### src/verilog/cab_bus_pkg.sv
/*
 * CPU bus map of the cabinet I/O region
 * Region and sub-address encodings, idle read value
 */

package cab_bus_pkg;

    // Address bits 13:12
    typedef enum logic [1:0] {
        reg_ctrl   = 2'd0,  // Flip and video enable latch
        reg_inputs = 2'd1,
        reg_dips   = 2'd2,
        reg_custom = 2'd3   // Trackball or boxing handle
    } region_e;

    // Address bits 2:1 inside reg_inputs
    typedef enum logic [1:0] {
        sel_system = 2'd0,
        sel_p1     = 2'd1,
        sel_extra  = 2'd2,
        sel_p2     = 2'd3
    } input_sel_e;

    localparam int ADDR_HI = 13;
    localparam int ADDR_LO = 1;

    // Open bus value
    localparam logic [7:0] CAB_IDLE = 8'hff;

endpackage

### src/verilog/cab_game_pkg.sv
/*
 * Game identifiers for the cabinet I/O block
 * Player control sizes and trackball counter defaults
 */

package cab_game_pkg;

    // Identifiers as driven on game_id
    typedef enum logic [7:0] {
        game_generic  = 8'h00,
        game_bullet   = 8'h01,
        game_dunkshot = 8'h02,
        game_sdi      = 8'h03,
        game_sdibl    = 8'h04,  // Bootleg, handled as SDI
        game_hwchamp  = 8'h05
    } game_id_e;

    localparam int JOY_W = 8;   // Digital joystick, active low
    localparam int ANA_W = 16;  // X in upper byte, Y in lower byte

    // Trackball counters, two players with two axes each
    localparam int NUM_TRACK = 4;
    localparam int TRACK_W   = 12;

    // Boxing handle rest position
    localparam logic [7:0] HANDLE_CENTRE = 8'h20;

endpackage
### src/verilog/cabinet_top.sv
/*
 * Cabinet I/O top level
 * Trackball counters, input sorter and register map
 */

`timescale 1ns/1ps

module cabinet_top
    import cab_game_pkg::*;
#(
    parameter int TRACK_W = cab_game_pkg::TRACK_W
) (
    input  logic             clk,
    input  logic             rst,
    input  logic [13:1]      addr,
    input  logic [15:0]      cpu_dout,
    input  logic             io_cs,
    input  logic             ldsw_n,
    input  logic [JOY_W-1:0] joystick1,
    input  logic [JOY_W-1:0] joystick2,
    input  logic [ANA_W-1:0] joyana1,
    input  logic [ANA_W-1:0] joyana2,
    input  logic [1:0]       start_button,
    input  logic [1:0]       coin_input,
    input  logic             service,
    input  logic             dip_test,
    input  logic [7:0]       dipsw_a,
    input  logic [7:0]       dipsw_b,
    input  game_id_e         game_id,
    input  logic             lhbl,
    output logic [7:0]       cab_dout,
    output logic [7:0]       sys_inputs,
    output logic             flip,
    output logic             video_en
);

    logic [TRACK_W-1:0] trk_x1;
    logic [TRACK_W-1:0] trk_y1;
    logic [TRACK_W-1:0] trk_x2;
    logic [TRACK_W-1:0] trk_y2;
    game_id_e           game_sel;
    logic [7:0]         sorted_p1;
    logic [7:0]         sorted_p2;
    logic [7:0]         sys_byte;

    trackball_accum #(.TRACK_W(TRACK_W)) trk_i (
        .clk     (clk),
        .rst     (rst),
        .lhbl    (lhbl),
        .joyana1 (joyana1),
        .joyana2 (joyana2),
        .trk_x1  (trk_x1),
        .trk_y1  (trk_y1),
        .trk_x2  (trk_x2),
        .trk_y2  (trk_y2)
    );

    input_sorter sort_i (
        .clk          (clk),
        .rst          (rst),
        .game_id      (game_id),
        .joystick1    (joystick1),
        .joystick2    (joystick2),
        .start_button (start_button),
        .coin_input   (coin_input),
        .service      (service),
        .dip_test     (dip_test),
        .game_sel     (game_sel),
        .sorted_p1    (sorted_p1),
        .sorted_p2    (sorted_p2),
        .sys_byte     (sys_byte),
        .sys_inputs   (sys_inputs)
    );

    cabinet_io #(.TRACK_W(TRACK_W)) io_i (
        .clk          (clk),
        .rst          (rst),
        .addr         (addr),
        .cpu_dout     (cpu_dout),
        .io_cs        (io_cs),
        .ldsw_n       (ldsw_n),
        .game_sel     (game_sel),
        .sorted_p1    (sorted_p1),
        .sorted_p2    (sorted_p2),
        .sys_byte     (sys_byte),
        .joystick1    (joystick1),
        .joystick2    (joystick2),
        .coin_input   (coin_input),
        .start_button (start_button),
        .dipsw_a      (dipsw_a),
        .dipsw_b      (dipsw_b),
        .joyana1      (joyana1),
        .trk_x1       (trk_x1),
        .trk_y1       (trk_y1),
        .trk_x2       (trk_x2),
        .trk_y2       (trk_y2),
        .cab_dout     (cab_dout),
        .flip         (flip),
        .video_en     (video_en)
    );

endmodule

### src/verilog/cabinet_io.sv
/*
 * CPU register map of the cabinet block
 * Read data mux, flip and video enable latches
 * Boxing handle value and its serial shift register
 */

`timescale 1ns/1ps

module cabinet_io
    import cab_game_pkg::*, cab_bus_pkg::*;
#(
    parameter int TRACK_W = cab_game_pkg::TRACK_W
) (
    input  logic                 clk,
    input  logic                 rst,
    input  logic [ADDR_HI:ADDR_LO] addr,
    input  logic [15:0]          cpu_dout,
    input  logic                 io_cs,
    input  logic                 ldsw_n,
    input  game_id_e             game_sel,
    input  logic [7:0]           sorted_p1,
    input  logic [7:0]           sorted_p2,
    input  logic [7:0]           sys_byte,
    input  logic [JOY_W-1:0]     joystick1,
    input  logic [JOY_W-1:0]     joystick2,
    input  logic [1:0]           coin_input,
    input  logic [1:0]           start_button,
    input  logic [7:0]           dipsw_a,
    input  logic [7:0]           dipsw_b,
    input  logic [ANA_W-1:0]     joyana1,
    input  logic [TRACK_W-1:0]   trk_x1,
    input  logic [TRACK_W-1:0]   trk_y1,
    input  logic [TRACK_W-1:0]   trk_x2,
    input  logic [TRACK_W-1:0]   trk_y2,
    output logic [7:0]           cab_dout,
    output logic                 flip,
    output logic                 video_en
);

    region_e    region;
    input_sel_e in_sel;
    logic [7:0] input_byte;
    logic [7:0] trk_byte;
    logic [7:0] handle;
    logic [9:0] pull_x7;
    logic [7:0] ana_sr;     // Boxing handle, MSB first
    logic       shift_en;

    assign region = region_e'(addr[13:12]);
    assign in_sel = input_sel_e'(addr[2:1]);

    // Inputs region with the per-game system bit overrides
    always_comb begin
        input_byte = CAB_IDLE;
        case (in_sel)
            sel_system: begin
                input_byte = sys_byte;
                if (game_sel == game_bullet) begin
                    input_byte[7:6] = {coin_input[1], start_button[1]};
                end
                if (game_sel == game_sdi) begin
                    input_byte[7:6] = {joystick2[4], joystick1[4]};
                end
            end
            sel_p1:    input_byte = sorted_p1;
            sel_extra: begin
                if (game_sel == game_sdi) begin
                    input_byte = {sorted_p2[7:4], sorted_p1[7:4]};
                end
            end
            sel_p2:    input_byte = sorted_p2;
            default: ;
        endcase
    end

    always_comb begin
        case (addr[3:2])
            2'd0:    trk_byte = trk_x1[10:3];
            2'd1:    trk_byte = trk_y1[10:3];
            2'd2:    trk_byte = trk_x2[10:3];
            default: trk_byte = trk_y2[10:3];
        endcase
    end

    // Pushing moves the handle down from centre, pulling scales by 1.75
    assign pull_x7 = {joyana1[14:8], 3'b000} - {3'b000, joyana1[14:8]};
    assign handle  = joyana1[15] ? ~pull_x7[9:2]
                                 : HANDLE_CENTRE - {3'b000, joyana1[14:10]};

    always_ff @(posedge clk, posedge rst) begin
        if (rst) begin
            cab_dout <= CAB_IDLE;
            flip     <= 1'b0;
            video_en <= 1'b1;
            ana_sr   <= '0;
            shift_en <= 1'b0;
        end else begin
            cab_dout <= CAB_IDLE;
            if (!io_cs && shift_en) begin  // Next bit once the read ends
                ana_sr   <= {ana_sr[6:0], 1'b0};
                shift_en <= 1'b0;
            end
            if (io_cs) begin
                case (region)
                    reg_ctrl: begin
                        if (!ldsw_n) begin
                            flip     <= cpu_dout[6];
                            video_en <= cpu_dout[5];
                        end
                    end
                    reg_inputs: cab_dout <= input_byte;
                    reg_dips:   cab_dout <= addr[1] ? dipsw_a : dipsw_b;
                    reg_custom: begin
                        case (game_sel)
                            game_hwchamp: begin
                                if (!ldsw_n) begin
                                    ana_sr <= handle;
                                end else begin
                                    cab_dout <= {7'd0, ana_sr[7]};
                                    shift_en <= 1'b1;
                                end
                            end
                            game_sdi, game_sdibl, game_dunkshot: cab_dout <= trk_byte;
                            default: ;
                        endcase
                    end
                    default: ;
                endcase
            end
        end
    end

endmodule

### src/verilog/input_sorter.sv
/*
 * Registered game selection
 * Per-game ordering of joystick bits, system byte
 */

`timescale 1ns/1ps

module input_sorter
    import cab_game_pkg::*;
(
    input  logic             clk,
    input  logic             rst,
    input  game_id_e         game_id,
    input  logic [JOY_W-1:0] joystick1,
    input  logic [JOY_W-1:0] joystick2,
    input  logic [1:0]       start_button,
    input  logic [1:0]       coin_input,
    input  logic             service,
    input  logic             dip_test,
    output game_id_e         game_sel,
    output logic [7:0]       sorted_p1,
    output logic [7:0]       sorted_p2,
    output logic [7:0]       sys_byte,
    output logic [7:0]       sys_inputs
);

    logic [7:0] gen_p1;
    logic [7:0] gen_p2;

    function automatic logic [7:0] sort_joy(input logic [JOY_W-1:0] joy);
        return {joy[1:0], joy[3:2], joy[7], joy[5:4], joy[6]};
    endfunction

    // Bootleg shares the SDI map
    always_ff @(posedge clk, posedge rst) begin
        if (rst) begin
            game_sel <= game_generic;
        end else begin
            game_sel <= (game_id == game_sdibl) ? game_sdi : game_id;
        end
    end

    assign gen_p1 = sort_joy(joystick1);
    assign gen_p2 = sort_joy(joystick2);

    always_comb begin
        sorted_p1 = gen_p1;
        sorted_p2 = gen_p2;
        case (game_sel)
            game_bullet: begin
                sorted_p1 = {gen_p1[3:0], gen_p1[7:4]};  // Nibbles swapped
                sorted_p2 = {gen_p2[3:0], gen_p2[7:4]};
            end
            game_dunkshot: sorted_p1 = {4'hf, joystick2[5:4], joystick1[5:4]};
            default: ;
        endcase
    end

    assign sys_inputs = {2'b11, start_button, service, dip_test, coin_input};
    assign sys_byte   = sys_inputs;  // Overrides applied in the register map

endmodule

### src/verilog/trackball_accum.sv
/*
 * Trackball position counters for two players
 * Analogue stick deflection is added once per video line
 */

`timescale 1ns/1ps

module trackball_accum
    import cab_game_pkg::*;
#(
    parameter int TRACK_W = cab_game_pkg::TRACK_W
) (
    input  logic               clk,
    input  logic               rst,
    input  logic               lhbl,
    input  logic [ANA_W-1:0]   joyana1,
    input  logic [ANA_W-1:0]   joyana2,
    output logic [TRACK_W-1:0] trk_x1,
    output logic [TRACK_W-1:0] trk_y1,
    output logic [TRACK_W-1:0] trk_x2,
    output logic [TRACK_W-1:0] trk_y2
);

    logic               lhbl_l;
    logic               line_step;
    logic [7:0]         axis    [NUM_TRACK];
    logic [TRACK_W-1:0] step    [NUM_TRACK];
    logic [TRACK_W-1:0] trk_cnt [NUM_TRACK];

    // Counter order is X1, Y1, X2, Y2
    assign axis[0] = joyana1[15:8];
    assign axis[1] = joyana1[7:0];
    assign axis[2] = joyana2[15:8];
    assign axis[3] = joyana2[7:0];

    // Upper five bits only, sign extended
    always_comb begin
        for (int i = 0; i < NUM_TRACK; i++) begin
            step[i] = {{(TRACK_W-5){axis[i][7]}}, axis[i][7:3]};
        end
    end

    assign line_step = lhbl_l & ~lhbl;  // Start of blanking

    always_ff @(posedge clk, posedge rst) begin
        if (rst) begin
            lhbl_l <= 1'b0;
            for (int i = 0; i < NUM_TRACK; i++) begin
                trk_cnt[i] <= '0;
            end
        end else begin
            lhbl_l <= lhbl;
            if (line_step) begin
                for (int i = 0; i < NUM_TRACK; i++) begin
                    trk_cnt[i] <= trk_cnt[i] + step[i];  // Wraps around
                end
            end
        end
    end

    assign trk_x1 = trk_cnt[0];
    assign trk_y1 = trk_cnt[1];
    assign trk_x2 = trk_cnt[2];
    assign trk_y2 = trk_cnt[3];

endmodule

### config.mk
export PLATFORM = sky130hd
export DESIGN_NAME = cabinet_top
export DESIGN_NICKNAME = d
export VERILOG_FILES = /design/src/verilog/cab_bus_pkg.sv /design/src/verilog/cab_game_pkg.sv /design/src/verilog/cabinet_top.sv /design/src/verilog/cabinet_io.sv /design/src/verilog/input_sorter.sv /design/src/verilog/trackball_accum.sv
export SDC_FILE = /design/constraint.sdc
export NUM_CORES = 1
export LEC_CHECK = 0
export BUFFER_PORTS_ARGS = -buffer_cell sky130_fd_sc_hd__buf_2
export CAP_MARGIN = 20
export CORE_MARGIN = 2
export CORE_UTILIZATION = 61
export CTS_CLUSTER_DIAMETER = 80
export DETAILED_ROUTE_END_ITERATION = 8
export GPL_TIMING_DRIVEN = 0
export PLACE_DENSITY = 0.88
export SLEW_MARGIN = 25
export SYNTH_ARGS = -nofsm -noshare
export SYNTH_HDL_FRONTEND = slang
export SYNTH_SLANG_ARGS = --single-unit
### constraint.sdc
create_clock -name clk -period 4.92 [get_ports clk]
set_clock_uncertainty 0.15 [all_clocks]
set_input_delay 0.984 -clock clk [delete_from_list [all_inputs] [get_ports clk]]
set_output_delay 0.984 -clock clk [all_outputs]
set_load 0.1 [all_outputs]
==> results_dict.tcl, run 1 <==
set metrics [dict create \
    r2r-start "trk_i.trk_y2[0]$_DFFE_PP0P_" \
    fin_crit_sh_pct 61.1 \
    postCtsSetupRepairBufs 0 \
    async_flop_share_pct 100 \
    p_leak_nw 3.12 \
    path_cells "buf_2, ha_1, inv_1, fa_1, nand2b_1, a21oi_1, o211ai_1, a211o_1, a221oi_1, nand4bb_1" \
    cp-startpoint "joyana2[3]" \
    rsz0062_at_grt "no" \
    hold_path_class "reg -> reg" \
    synthFlopType "dfrtp_1" \
    grt_pass1_vias 5675 \
    slew_violations 0 \
    wirelength_mm 17.0 \
    grt_max_degree 44 \
    endpoint_kind "register" \
    syn-instance-count 701 \
    drive_gt1_share_pct 19.2 \
    diodes 0 \
    fp-row-count 36 \
    setup_violations 0 \
    hold_buffers 0 \
    dp_hpwl_mm 13.1 \
    cts_max_level 3 \
    fmax_mhz 332 \
    fillCellCount 762 \
    r2r_slack_ns 2.25 \
    critPathRequiredTime_ns 5.05 \
    fp.dieW_um 104 \
    grt_pass1_wl_mm 28.0 \
    ant_nets 0 \
    critPathSlowestCell "fa_1" \
    critPathCapture "trk_i.trk_y2[10]$_DFFE_PP0P_" \
    synthToLayoutAreaGrowth_pct 14.2 \
    fin_nets 968 \
    vias 5849 \
    track_usage_pct 31.9 \
    path_max_fanout 3 \
    final_cell_mix "buf_2 (95), nand2_1 (73), dfrtp_1 (63)" \
    reg2reg_to "trk_i.trk_y2[10]$_DFFE_PP0P_" \
    pin_count 130 \
    worst_slew_pin_slew_ns 0.655 \
    via_per_inst 6.19 \
    gp_congestion 0.999 \
    cp.arrival_ns 3.14 \
    cts_tree "yes" \
    status "finished, final reports clean" \
    yosys_warnings 0 \
    synth_area_leaders "dfrtp_1 (26%), ha_1 (9.2%), o21ai_0 (4.6%)" \
    numPortBuffers 93 \
    min_path_cells 2 \
    finalPower_mw 3.04 \
    worst-setup-path-type "in -> reg" \
    cap_violations 0 \
    grt_antenna_before_repair 0 \
    clockBufferDepth 2 \
    clk_latency_ns 0.36 \
    cts_root_buffer "clkbuf_8" \
    reg2regPathDepth 9 \
    final_common_cell "buf_2" \
    max_stage_delay_ns 0.39 \
    die-area_sq_um 10800 \
    drc 0 \
    ir_drop_mv 0.314 \
    cts.sinks 72 \
    fin_util_pct 71.7 \
    core_sq_um 9730 \
    grt_remaining_overflow 0 \
    fin_setup_tns_ns 0 \
    cts_made_buffers 9 \
    start_util_pct 62.7 \
    cts_resized 0 \
    firstDrtPassIters 5 \
    hold_violations 0 \
    clk_pin_slew_ns 0.08 \
    yosysTopAreaCell "dfrtp_1" \
    drt_iter0_drc 336 \
    syn_area_sq_um 6100 \
    ys_seq_elements 72 \
    wl_per_cell_um 18.0 \
    die_h_um 104 \
    syn_avg_cell_area_sq_um 8.71 \
    powerDensity_nw_per_um2 436 \
    synth_top_area_share_pct 25.8 \
    period_needed_ns 3.01 \
    synth_edf_count 0 \
    ys_types 78 \
    cp-start-kind "input pin" \
    synth_seq_area_share_pct 29.7 \
    slew_headroom_pct 56.3 \
]
sequential cells by signal, indices dropped and copies added, names as in the netlist:
signal,count
io_i.video_en,1
io_i.flip,1
sort_i.game_sel,8
io_i.shift_en,1
io_i.ana_sr,8
trk_i.trk_x2,11
trk_i.trk_x1,11
trk_i.lhbl_l,1
trk_i.trk_y2,11
io_i.cab_dout,8
trk_i.trk_y1,11
where the power goes:
group | leakage, nW | internal, mW | switching [mW]
Combinational | 2.14 | 0.673 | 0.909
Sequential | 0.875 | 0.773 | 0.171
Clock | 0.110 | 0.284 | 0.230
routing by layer:
metal	share of wire [%]	GRT usage [%]	wire length [um]	vias to the layer above
met1	42	39.3	7170	2799
met4	3.1	13.7	520	0
met2	49	55.2	8390	217
met3	5.5	5.58	928	38
li1	-	-	-	2795
met5	0	0	0	-
critical path, delay by kind of cell:
family | cells | cell delay, ns
AO/OA/AOI/OAI | 4 | 1.12
adder cells (fa/ha/maj) | 2 | 0.54
buffers and inverters | 2 | 0.13
AND/OR/NAND/NOR | 2 | 0.36
layout make-up:
type / count / area (sq um) / share of cell area, %
tap: 133 / 166 / 2.39
sequential: 72 / 1810 / 26.0
multi-input combinational: 558 / 3980 / 57.1
clock inverter: 6 / 83.8 / 1.20
timing repair buffer: 94 / 485 / 6.96
buffer: 43 / 201 / 2.89
inverter: 29 / 111 / 1.60
clock buffer: 10 / 128 / 1.83
cells by family (layout without fill, tap and decap cells):
family | after synthesis | in the layout | synth area share, %
xor gates and xnor gates | 29 | 29 | 4.16
and+or+nand+nor | 247 | 247 | 21.5
adders and majority gates | 49 | 49 | 10.5
AOI/OAI and AO/OA | 204 | 204 | 22.8
DFF | 72 | 72 | 29.7
other | 1 | 2 | 0.0614
buffers and inverters | 72 | 182 | 5.08
muxes | 27 | 27 | 6.11
how the worst min path moves through the flow:
| stage | startpoint | end |
|---|---|---|
| 2_1_floorplan | trk_i.trk_y1[10]$_DFFE_PP0P_ | trk_i.trk_y1[10]$_DFFE_PP0P_ |
| 3_3_place_gp | trk_i.trk_y1[0]$_DFFE_PP0P_ | trk_i.trk_y1[0]$_DFFE_PP0P_ |
| 3_5_place_dp | trk_i.trk_x1[0]$_DFFE_PP0P_ | trk_i.trk_x1[0]$_DFFE_PP0P_ |
| 4_1_cts | trk_i.trk_y1[0]$_DFFE_PP0P_ | trk_i.trk_y1[0]$_DFFE_PP0P_ |
| 5_1_grt | trk_i.trk_x1[0]$_DFFE_PP0P_ | trk_i.trk_x1[0]$_DFFE_PP0P_ |
| 6_report | trk_i.trk_x1[0]$_DFFE_PP0P_ | trk_i.trk_x1[0]$_DFFE_PP0P_ |
synth_stat cells (4+ instances only):
cell and n:
dfrtp_1 63, dfstp_2 9, a211oi_1 15, nor3b_1 7, o2111ai_1 5, xor2_1 16, a21oi_1 28, o21ai_0 56
nor2b_1 17, o21ai_1 5, a22o_1 5, or3_1 5, a21o_1 15, nand3_1 12, nor4b_1 5, nor3_1 23
a211o_1 4, inv_1 29, a31oi_1 4, o31ai_1 12, fa_1 4, and3_1 5, a41oi_1 5, o21a_1 11
nand4_1 5, nand2_1 73, mux2i_1 17, clkbuf_1 29, nor2_1 44, buf_4 8, and2_1 5, xnor2_1 13
o211ai_1 5, ha_1 45, mux4_2 8, nand3b_1 8, nand2b_1 18
through the flow:
step                instance area (sq um)  cells  worst slack, ns  hold WS, ns
detailed placement                   6760    929             1.65        0.324
finish                               6970    945             1.91        0.337
global placement                     6740    928             1.11        0.312
floorplan                            6110    702             1.98        0.291
global route                         6970    945             1.77        0.381
CTS                                  6970    945             1.99        0.344
Note: power is estimated with default switching activity, not from simulation.
==> run 2, diff against run 1 <==
Settings changed: ABC_AREA set to 1, CORE_UTILIZATION 61 to 57, PLACE_DENSITY 0.88 to 0.82.
Clock period 4.92 ns to 2.8 ns, I/O delays scaled along.
==> run 2 against run 1 <==
Synthesized area up 5.4%. Combinational power up 80%. Count of clock-buffer cells in the layout up 3. Largest power group unchanged. Highest routed layer unchanged.
==> results_dict.tcl, run 2 <==
set metrics [dict create \
    slew_violations 0 \
    endpoint_kind "register" \
    cts_resized 0 \
    core_sq_um 10900 \
    wirelength_mm 16.9 \
    r2r_slack_ns 0.57 \
    status "finished, final reports clean" \
    grt_remaining_overflow 0 \
    cp-start-kind "input pin" \
    hold_violations 0 \
    fin_nets 1234 \
    worst-setup-path-type "in -> reg" \
    cts_root_buffer "clkbuf_16" \
    stdcell_count 1218 \
    fp-row-count 38 \
    setup_violations 0 \
    grt_antenna_before_repair 0 \
    ant_nets 0 \
    firstDrtPassIters 6 \
    ys_seq_elements 72 \
    finalWorstSetupSlack_ns 0.569 \
    critPathRequiredTime_ns 2.86 \
    grt_pass1_wl_mm 27.2 \
    ir_drop_mv 0.456 \
    powerDensity_nw_per_um2 754 \
    clk_pin_slew_ns 0.06 \
    syn_avg_cell_area_sq_um 6.67 \
    placed_cells 1202 \
    fp.dieW_um 110 \
    ys_types 42 \
    syn-instance-count 965 \
    cap_violations 0 \
    wl_met3_mm 1.01 \
    async_flop_share_pct 100 \
    fmax_mhz 448 \
    postCtsSetupRepairBufs 0 \
    cts.sinks 72 \
    top_layer_used "met4" \
    path_max_fanout 4 \
    worst_slew_pin_slew_ns 0.671 \
    route.met2.wl_mm 7.82 \
    fin_setup_tns_ns 0 \
    worst_hold_slack_ns 0.118 \
    hold_path_class "in -> async" \
    final_cell_mix "nand2_1 (272), inv_1 (113), buf_2 (99)" \
    dpl_cell_area_sq_um 7110 \
    cp.arrival_ns 2.29 \
    p_leak_nw 3.85 \
    cts_max_level 3 \
    synth_edf_count 0 \
    grt_max_degree 40 \
    gp_congestion 0.946 \
    synthTopCellsByCount "nand2_1 (272), inv_1 (114), nor2_1 (88)" \
    grt_pass1_vias 6091 \
    period_needed_ns 2.23 \
    cts_made_buffers 9 \
    synth_top_area_share_pct 24.5 \
    die_h_um 110 \
    final_common_cell "nand2_1" \
    drc 0 \
    vias 6767 \
    hold_buffers 0 \
    clk_latency_ns 0.33 \
    pin_count 130 \
    reg2regPathDepth 9 \
    start_util_pct 58.8 \
    synth_area_leaders "dfrtp_1 (24%), nand2_1 (16%), ha_1 (8.7%)" \
    rsz0062_at_grt "no" \
    slew_headroom_pct 55.3 \
    fin_crit_sh_pct 79.7 \
    track_usage_pct 28.5 \
    syn_area_sq_um 6430 \
    synth_seq_area_share_pct 28.2 \
    via_per_inst 5.56 \
    dp_slack_ns 0.304 \
    clockBufferDepth 2 \
    yosysTopAreaCell "dfrtp_1" \
    drt-met1-wl_mm 7.47 \
    wl_per_cell_um 13.8 \
    dp_hpwl_mm 13.0 \
    synth_most_common_cell "nand2_1" \
    synthToLayoutAreaGrowth_pct 14.7 \
    finalPower_mw 5.56 \
    fin_util_pct 67.5 \
    cts_tree "yes" \
    r2r-start "trk_i.trk_x2[0]$_DFFE_PP0P_" \
    diodes 0 \
    yosys_warnings 0 \
    numPortBuffers 95 \
    reg2reg_to "trk_i.trk_x2[6]$_DFFE_PP0P_" \
    design_area_sq_um 7380 \
    die-area_sq_um 12200 \
    synthFlopType "dfrtp_1" \
    drt_iter0_drc 552 \
    drive_gt1_share_pct 16.6 \
]
==> run 2: power by group <==
part           total (mW)  internal (mW)  switching (mW)
Sequential           1.66           1.37           0.291
Clock                1.05          0.622           0.431
Combinational        2.85           1.05            1.80
==> run 2: worst max-delay path by stage <==
stage	end	slack, ns	startpoint	depth (start not counted)
after floorplan	io_i.ana_sr[0]$_DFF_PP0_	0.28	rst	1
after global placement	trk_i.trk_x2[1]$_DFFE_PP0P_	-0.66	rst	2
after detailed placement	trk_i.trk_x1[6]$_DFFE_PP0P_	0.30	joyana1[11]	10
after CTS	trk_i.trk_x2[6]$_DFFE_PP0P_	0.58	trk_i.trk_x2[0]$_DFFE_PP0P_	9
after global routing	trk_i.trk_x2[6]$_DFFE_PP0P_	0.42	trk_i.trk_x2[0]$_DFFE_PP0P_	9
final	trk_i.trk_x1[6]$_DFFE_PP0P_	0.57	joyana1[11]	10
==> run 2: worst max-delay path, stage by stage <==
cell	delay, ns
buf_2	0.12
ha_1	0.21
inv_1	0.07
fa_1	0.42
o21ai_0	0.25
inv_1	0.12
o21ai_0	0.23
a21oi_1	0.09
o21ai_0	0.11
nand2_1	0.08
==> run 2: final cells by class <==
cell class,count,area (sq um)
fill,991,3560
timing repair buffer,96,495
clock buffer,13,250
multi-input combinational,743,3980
tap,140,175
clock inverter,3,17.5
buffer,31,189
inverter,120,458
sequential,72,1810
==> run 2: kinds of logic after synthesis <==
group                      Yosys count  synth area share [%]
AOI/OAI and AO/OA                  156                  13.1
xor gates and xnor gates            15                  2.04
adders and majority gates           49                  9.99
buffers and inverters              151                  10.0
DFF                                 72                  28.2
muxes                                2                 0.350
other                                1                0.0583
and+or+nand+nor                    519                  36.2
==> run 2: metal layers <==
layer / GRT usage [%] / vias to the layer above
met4: 11.9 / 0
met2: 48.5 / 252
met3: 3.59 / 54
li1: - / 3382
met5: 0 / -
met1: 36.6 / 3079
